## src/hw/wcmp_cfg.svh

```systemverilog
// Width and beat-count macros for the stall-window monitor
`ifndef WCMP_CFG_SVH
`define WCMP_CFG_SVH

// Stall counter width
// Also sets the window arithmetic width, since it wraps at 2**width
`define WCMP_TIMER_W 8

// Data width of both stream ports
`define WCMP_DATA_W 8

// Beats in one result packet
// Beat 0 carries the count and the last beat carries the flag
`define WCMP_RESULT_BEATS 2

`endif

```

## src/hw/wcmp_types_pkg.sv

```systemverilog
// Datapath types: timer and threshold vectors, window struct, control state enum
`include "wcmp_cfg.svh"

package wcmp_types_pkg;

    // Stall count, wraps modulo 2**WCMP_TIMER_W
    typedef logic [`WCMP_TIMER_W-1:0] timer_t;

    // Threshold shares the timer width
    // This keeps the modular window test in a single width
    typedef logic [`WCMP_TIMER_W-1:0] thresh_t;

    // Captured window bounds
    // high below low means the window wraps through zero
    typedef struct packed {
        thresh_t low;
        thresh_t high;
    } window_t;

    // Control FSM states
    //   ST_ACCEPT  taking threshold beats
    //   ST_COUNT   offering beat 0, counting stall cycles
    //   ST_FLAG    offering beat 1 with the window flag
    typedef enum logic [1:0] {
        ST_ACCEPT = 2'd0,
        ST_COUNT  = 2'd1,
        ST_FLAG   = 2'd2
    } ctrl_state_e;

endpackage

```

## src/hw/wcmp_stream_pkg.sv

```systemverilog
// Stream types: AXI-Stream beat struct and result-beat select
`include "wcmp_cfg.svh"

package wcmp_stream_pkg;

    // One AXI-Stream beat
    // tvalid and tready stay separate since they run in opposite directions
    typedef struct packed {
        logic [`WCMP_DATA_W-1:0] data;
        logic                    last;
    } axis_beat_t;

    // Index of the result beat on the output port
    // Sized from the beat count, so 1 bit for a two-beat packet
    typedef logic [$clog2(`WCMP_RESULT_BEATS)-1:0] beat_sel_t;

    // Beat 0 carries the count
    // Any later index is the flag beat
    // With two beats the select is just "second beat"

endpackage

```

## src/hw/wcmp_threshold_capture.sv

```systemverilog
// Threshold capture: latches low/high thresholds from input beats into a window
`timescale 1ns/1ps

module wcmp_threshold_capture (
    input  logic                        clk,
    input  logic                        rst_n,
    // Input handshake from control
    input  logic                        in_fire,
    input  wcmp_stream_pkg::axis_beat_t s_axis_beat,
    // Held window, valid until overwritten
    output wcmp_types_pkg::window_t     window
);

    import wcmp_types_pkg::*;
    import wcmp_stream_pkg::*;

    window_t   window_q;
    thresh_t   beat_thresh;
    axis_beat_t beat;

    // Local copy of the beat for field access
    assign beat = s_axis_beat;

    // Threshold taken from the beat data
    // Data and threshold widths match in the cfg header
    assign beat_thresh = thresh_t'(beat.data);

    // Non-last beats overwrite low, so the last non-last beat wins
    // The last beat always supplies high
    always_ff @(posedge clk or negedge rst_n) begin
        if (!rst_n) begin
            window_q <= '0;
        end else if (in_fire) begin
            if (beat.last) begin
                window_q.high <= beat_thresh;
            end else begin
                window_q.low <= beat_thresh;
            end
        end
    end

    // One-beat packets keep the previous low
    assign window = window_q;

endmodule

```

## src/hw/wcmp_stall_timer.sv

```systemverilog
// Stall timer: clearable wrap-around counter and modular window test
`timescale 1ns/1ps

module wcmp_stall_timer (
    input  logic                    clk,
    input  logic                    rst_n,
    // Clear at end of threshold packet
    input  logic                    cnt_clr,
    // Count one stalled cycle of beat 0
    input  logic                    count_en,
    input  wcmp_types_pkg::window_t window,
    output wcmp_types_pkg::timer_t  count,
    // Combinational, follows count
    output logic                    in_window
);

    import wcmp_types_pkg::*;

    timer_t count_q;
    // Offsets from low, both modulo 2**WCMP_TIMER_W
    timer_t count_off;
    timer_t span;

    // Clear wins over enable
    // Natural wrap of the vector gives the modulo count
    always_ff @(posedge clk or negedge rst_n) begin
        if (!rst_n) begin
            count_q <= '0;
        end else if (cnt_clr) begin
            count_q <= '0;
        end else if (count_en) begin
            count_q <= count_q + timer_t'(1);
        end
    end

    assign count = count_q;

    // Single range check for (count - low) mod N <= (high - low) mod N
    // Handles a window that wraps through zero
    assign count_off = count_q - window.low;
    assign span      = window.high - window.low;
    assign in_window = (count_off <= span);

    // Clear only in ST_ACCEPT, enable only in ST_COUNT
    a_clr_en_excl : assert property (
        @(posedge clk) disable iff (!rst_n)
        !(cnt_clr && count_en)
    ) else $error("stall timer clear and enable high together");

endmodule

```

## src/hw/wcmp_result_serializer.sv

```systemverilog
// Result serializer: holds count and window flag, muxes the two output beats
`timescale 1ns/1ps
`include "wcmp_cfg.svh"

module wcmp_result_serializer (
    input  logic                        clk,
    input  logic                        rst_n,
    // Beat 0 handshake
    input  logic                        result_load,
    input  wcmp_stream_pkg::beat_sel_t  beat_sel,
    input  wcmp_types_pkg::timer_t      count,
    input  logic                        in_window,
    output wcmp_stream_pkg::axis_beat_t m_axis_beat
);

    import wcmp_types_pkg::*;
    import wcmp_stream_pkg::*;

    // Held result, equal to what beat 0 sent
    timer_t     cnt_q;
    logic       flag_q;
    axis_beat_t beat;
    logic       last_beat;

    // Capture on the beat 0 handshake edge
    always_ff @(posedge clk or negedge rst_n) begin
        if (!rst_n) begin
            cnt_q  <= '0;
            flag_q <= 1'b0;
        end else if (result_load) begin
            cnt_q  <= count;
            flag_q <= in_window;
        end
    end

    // Final beat index of the result packet
    assign last_beat = (beat_sel == beat_sel_t'(`WCMP_RESULT_BEATS - 1));

    // Beat 0 shows the live count, no register stage
    // Flag beat only reads held state, so it stays put under back-pressure
    always_comb begin
        if (last_beat) begin
            beat.data = {{(`WCMP_DATA_W-1){1'b0}}, flag_q};
            beat.last = 1'b1;
        end else begin
            beat.data = `WCMP_DATA_W'(count);
            beat.last = 1'b0;
        end
    end

    assign m_axis_beat = beat;

    // Live count stays at the value beat 0 sent while the flag beat waits
    a_load_match : assert property (
        @(posedge clk) disable iff (!rst_n)
        last_beat |-> (cnt_q == count)
    ) else $error("count moved after beat 0 left");

endmodule

```

## src/hw/wcmp_ctrl.sv

```systemverilog
// Control FSM: threshold acceptance, result output, both ready/valid sides
`timescale 1ns/1ps
`include "wcmp_cfg.svh"

module wcmp_ctrl (
    input  logic                       clk,
    input  logic                       rst_n,
    // Input stream handshake
    input  logic                       s_axis_tvalid,
    input  logic                       s_axis_last,
    output logic                       s_axis_tready,
    // Output stream handshake
    output logic                       m_axis_tvalid,
    input  logic                       m_axis_tready,
    // Datapath controls
    output logic                       in_fire,
    output logic                       pkt_done,
    output logic                       cnt_clr,
    output logic                       count_en,
    output logic                       result_load,
    output wcmp_stream_pkg::beat_sel_t beat_sel
);

    import wcmp_types_pkg::*;
    import wcmp_stream_pkg::*;

    ctrl_state_e state_q;
    ctrl_state_e state_d;
    logic        out_fire;

    // Input open only while accepting thresholds
    assign s_axis_tready = (state_q == ST_ACCEPT);
    assign in_fire       = s_axis_tvalid && s_axis_tready;
    assign pkt_done      = in_fire && s_axis_last;

    // Valid is purely state based, never looks at tready
    assign m_axis_tvalid = (state_q == ST_COUNT) || (state_q == ST_FLAG);
    assign out_fire      = m_axis_tvalid && m_axis_tready;

    // Fresh count for each packet
    assign cnt_clr = pkt_done;

    // Stalled cycles of beat 0 only
    assign count_en = (state_q == ST_COUNT) && !m_axis_tready;

    // Beat 0 leaves on this edge
    assign result_load = out_fire && (state_q == ST_COUNT);

    // Flag beat is the last beat of the packet
    assign beat_sel = (state_q == ST_FLAG) ? beat_sel_t'(`WCMP_RESULT_BEATS - 1)
                                           : beat_sel_t'(0);

    // Next state
    always_comb begin
        state_d = state_q;
        case (state_q)
            ST_ACCEPT: begin
                // Last threshold beat ends the packet
                if (pkt_done) begin
                    state_d = ST_COUNT;
                end
            end
            ST_COUNT: begin
                if (out_fire) begin
                    state_d = ST_FLAG;
                end
            end
            ST_FLAG: begin
                // Beat 1 taken, reopen the input
                if (out_fire) begin
                    state_d = ST_ACCEPT;
                end
            end
            default: begin
                state_d = ST_ACCEPT;
            end
        endcase
    end

    always_ff @(posedge clk or negedge rst_n) begin
        if (!rst_n) begin
            state_q <= ST_ACCEPT;
        end else begin
            state_q <= state_d;
        end
    end

    // Output valid held until taken
    a_valid_hold : assert property (
        @(posedge clk) disable iff (!rst_n)
        (m_axis_tvalid && !m_axis_tready) |=> m_axis_tvalid
    ) else $error("output valid dropped before handshake");

endmodule

```

## src/hw/wcmp_top.sv

```systemverilog
// Top level: control FSM and datapath wired to the two AXI-Stream ports
`timescale 1ns/1ps

module wcmp_top (
    input  logic                        clk,
    input  logic                        rst_n,
    // Threshold packets in
    input  logic                        s_axis_tvalid,
    output logic                        s_axis_tready,
    input  wcmp_stream_pkg::axis_beat_t s_axis_beat,
    // Result packets out
    output logic                        m_axis_tvalid,
    input  logic                        m_axis_tready,
    output wcmp_stream_pkg::axis_beat_t m_axis_beat
);

    import wcmp_types_pkg::*;
    import wcmp_stream_pkg::*;

    // Control to datapath
    logic      in_fire;
    logic      cnt_clr;
    logic      count_en;
    logic      result_load;
    beat_sel_t beat_sel;

    // Datapath internals
    window_t   window;
    timer_t    count;
    logic      in_window;

    // Sequencing and both handshakes
    wcmp_ctrl u_ctrl (
        .clk           (clk),
        .rst_n         (rst_n),
        .s_axis_tvalid (s_axis_tvalid),
        .s_axis_last   (s_axis_beat.last),
        .s_axis_tready (s_axis_tready),
        .m_axis_tvalid (m_axis_tvalid),
        .m_axis_tready (m_axis_tready),
        .in_fire       (in_fire),
        .pkt_done      (),
        .cnt_clr       (cnt_clr),
        .count_en      (count_en),
        .result_load   (result_load),
        .beat_sel      (beat_sel)
    );

    wcmp_threshold_capture u_capture (
        .clk         (clk),
        .rst_n       (rst_n),
        .in_fire     (in_fire),
        .s_axis_beat (s_axis_beat),
        .window      (window)
    );

    wcmp_stall_timer u_timer (
        .clk       (clk),
        .rst_n     (rst_n),
        .cnt_clr   (cnt_clr),
        .count_en  (count_en),
        .window    (window),
        .count     (count),
        .in_window (in_window)
    );

    // Output beat formation
    wcmp_result_serializer u_serializer (
        .clk         (clk),
        .rst_n       (rst_n),
        .result_load (result_load),
        .beat_sel    (beat_sel),
        .count       (count),
        .in_window   (in_window),
        .m_axis_beat (m_axis_beat)
    );

endmodule

```

## config.mk

```make
export PLATFORM = sky130hd
export DESIGN_NAME = wcmp_top
export DESIGN_NICKNAME = d
export VERILOG_FILES = /design/src/hw/wcmp_types_pkg.sv /design/src/hw/wcmp_stream_pkg.sv /design/src/hw/wcmp_threshold_capture.sv /design/src/hw/wcmp_stall_timer.sv /design/src/hw/wcmp_result_serializer.sv /design/src/hw/wcmp_ctrl.sv /design/src/hw/wcmp_top.sv
export VERILOG_INCLUDE_DIRS = /design/src /design/src/hw
export SDC_FILE = /design/constraint.sdc
export NUM_CORES = 1
export LEC_CHECK = 0
export BUFFER_PORTS_ARGS = -buffer_cell sky130_fd_sc_hd__buf_2
export CORE_AREA = 10 10 74 76
export DETAILED_ROUTE_END_ITERATION = 6
export DIE_AREA = 0 0 84 86
export PLACE_DENSITY = 0.74
export SETUP_SLACK_MARGIN = 0.4
export SYNTH_ARGS = -nofsm -noshare
export SYNTH_HDL_FRONTEND = slang
export SYNTH_HIERARCHICAL = 1
export SYNTH_SLANG_ARGS = --single-unit
```

## constraint.sdc

```tcl
create_clock -name clk -period 5.4 [get_ports clk]
set_input_delay 0.54 -clock clk [delete_from_list [all_inputs] [get_ports clk]]
set_output_delay 0.54 -clock clk [all_outputs]
set_load 0.05 [all_outputs]
```

==> impl_metrics.toml <==
[clock_tree]
cts.hold.buffers_added = 0
cts_buffer_depth = 2
cts.repair.resized = 0
h-tree-depth = 1
clk_pin_slew_worst_paths_ns = 0.10
clkSinkCount = 27
cts_tree = "done"
cts_setup_buffers = 0
insertion_delay_ns = 0.27
root_buffer = "clkbuf_8"
cts-buffers-inserted = 3

[timing]
slew_headroom_pct = 59.4
finalHoldViolations = 0
clock.fmax_ghz = 0.360
tns_ns = 0
worst-slew-pin-transition_ns = 0.609
finalMaxSlewViolations = 0
min_period_over_period_pct = 51.5
period_minus_slack_ns = 2.78
worst_clock_skew_ns = 0.00654
finalSetupViolations = 0
grt_setup_unrepaired = "false"

[critical_path]
cpMaxStageDelayCell = "dfrtp_1"
start_kind = "register"
crit_type = "reg -> reg"
crit_top_cell = "ha_1"
worst-path-max-fanout = 7
critPathMaxStageDelay_ns = 0.48
path_cells = "inv_1 > ha_1 > fa_1 > nor2b_4 > o31a_1 > or4b_1 > nand3_1 > ha_1 > nand4_1 > nor2_1 > o2bb2ai_1 > mux2_2"
crit_path_end_kind = "register"
cp.required_ns = 5.56
arrival_ns = 2.94

[route]
drt_iter0_drc = 55
wl_per_cell_um = 14.7
drc = 0
wl_um = 4200
ant_nets = 0
vias = 1555
via_per_inst = 5.44
drt_first_pass_iters = 4

[floorplan]
die_w_um = 84
start_util_pct = 54.5
core.rowCount = 23
ios = 24
fp.dieH_um = 86
die-area_um2 = 7220
core_area_um2 = 3970

[power_and_ir_drop]
intPower_uw = 902
power_density_nw_per_um2 = 706
p_seq_share_pct = 21.1
switchingPower_uw = 765
netSwitchingFraction_pct = 45.9
p_leak_nw = 1.17
clock_power_share_pct = 6.9
max-vdd-ir-drop_mv = 0.340
combPwrFrac_pct = 72.0

[grt]
grt_pass1_vias = 1567
antenna_found_initial = 0
gr-total-overflow = 0
grt_max_degree = 28
grt_pass1_wl_um = 7190
grt_usage_pct = 11.7

[layout]
final_common_cell = "dfrtp_1"
finalInstanceArea_um2 = 2360
drive_above_1_share_pct = 24.2
area_growth_pct = 9.07
nNetsFinal = 278
mostFrequentLayoutCells = "dfrtp_1, ha_1, buf_2"
n_antenna_cell = 0
fillers = 347

[flow_run]
maxCapViolCount = 0

[logic_synthesis]
syn_area_per_cell_um2 = 10.2
syn_area_um2 = 2160
synth_nets = 254
yosys_warnings = 6
synth_cells = 213

[placement]
dp_hpwl_um = 3430
port_buffers = 23
place.gp.congestion = 0.904
place_area_um2 = 2310

[hold_path]
worstHoldPathType = "in -> async"

[outcome]
status = "finished, final reports clean"
flip-flops by register name, indices dropped and copies added (netlist names):
| name | count |
|---|---|
| u_capture/window | 16 |
| u_ctrl/state_q | 2 |
| u_serializer/flag_q | 1 |
| u_timer/count | 8 |
stage by stage:
step                std cells  hold slack [ns]  total power [mW]  setup WS, ns  utilization, %
finish                    286            0.263              1.67          2.62            59.5
global route              286            0.287              1.85          2.44            59.5
CTS                       286            0.277              1.68          2.62            59.5
detailed placement        282            0.502              1.56          2.63            58.3
global placement          282            0.495              1.54          2.72            58.3
floorplan                 213            0.244              1.34          2.83               -
final cells by class:
class / instances / area, µm² / area share (%)
Clock buffer: 3 / 41.3 / 1.75
Tap cell: 50 / 62.6 / 2.65
Multi-Input combinational cell: 167 / 1410 / 59.5
Timing Repair Buffer: 23 / 115 / 4.88
Sequential cell: 27 / 676 / 28.6
Inverter: 15 / 56.3 / 2.38
Clock inverter: 1 / 5.00 / 0.212
path summary, 6_finish.rpt:
check | endpoint | cells after the start | start | slack [ns]
worst max-delay path | u_serializer/flag_q | 12 | u_timer/count[0] | 2.62
worst min-delay path | u_capture/window[2] | 1 | rst_n | 0.26
worst max register to register | u_serializer/flag_q | 12 | u_timer/count[0] | 2.62
worst min register to register | u_capture/window[3] | 1 | u_capture/window[3] | 0.53
max in group asynchronous | u_timer/count[6] | 1 | rst_n | 4.73
min in group clk | u_capture/window[9] | 2 | s_axis_beat[2] | 0.51
per-layer routing:
layer | wire length, µm | vias up | part of all wire, % | GRT usage (%)
li1 | - | 799 | - | -
met1 | 2120 | 734 | 51 | 14.4
met2 | 1940 | 20 | 46 | 20.0
met3 | 112 | 2 | 2.7 | 2.27
met4 | 28 | 0 | 0.67 | 3.65
met5 | 0 | - | 0 | 0
power groups by stage:
stage / combinational, mW / sequential, mW / clock [mW]
final: 1.20 / 0.351 / 0.115
after CTS: 1.21 / 0.351 / 0.119
after detailed placement: 1.20 / 0.355 / 0
after floorplan: 1.00 / 0.335 / 0
after global placement: 1.19 / 0.352 / 0
after global routing: 1.36 / 0.363 / 0.125
critical path, delay by kind of cell (launching register included):
kind / cells / cell delay (ns)
buffers and inverters: 1 / 0.09
AO/OA/AOI/OAI: 2 / 0.39
AND/OR/NAND/NOR: 5 / 0.78
flip-flops: 1 / 0.48
multiplexers: 1 / 0.26
adder cells (fa/ha/maj): 3 / 0.68
(Power assumes the default switching activity.)
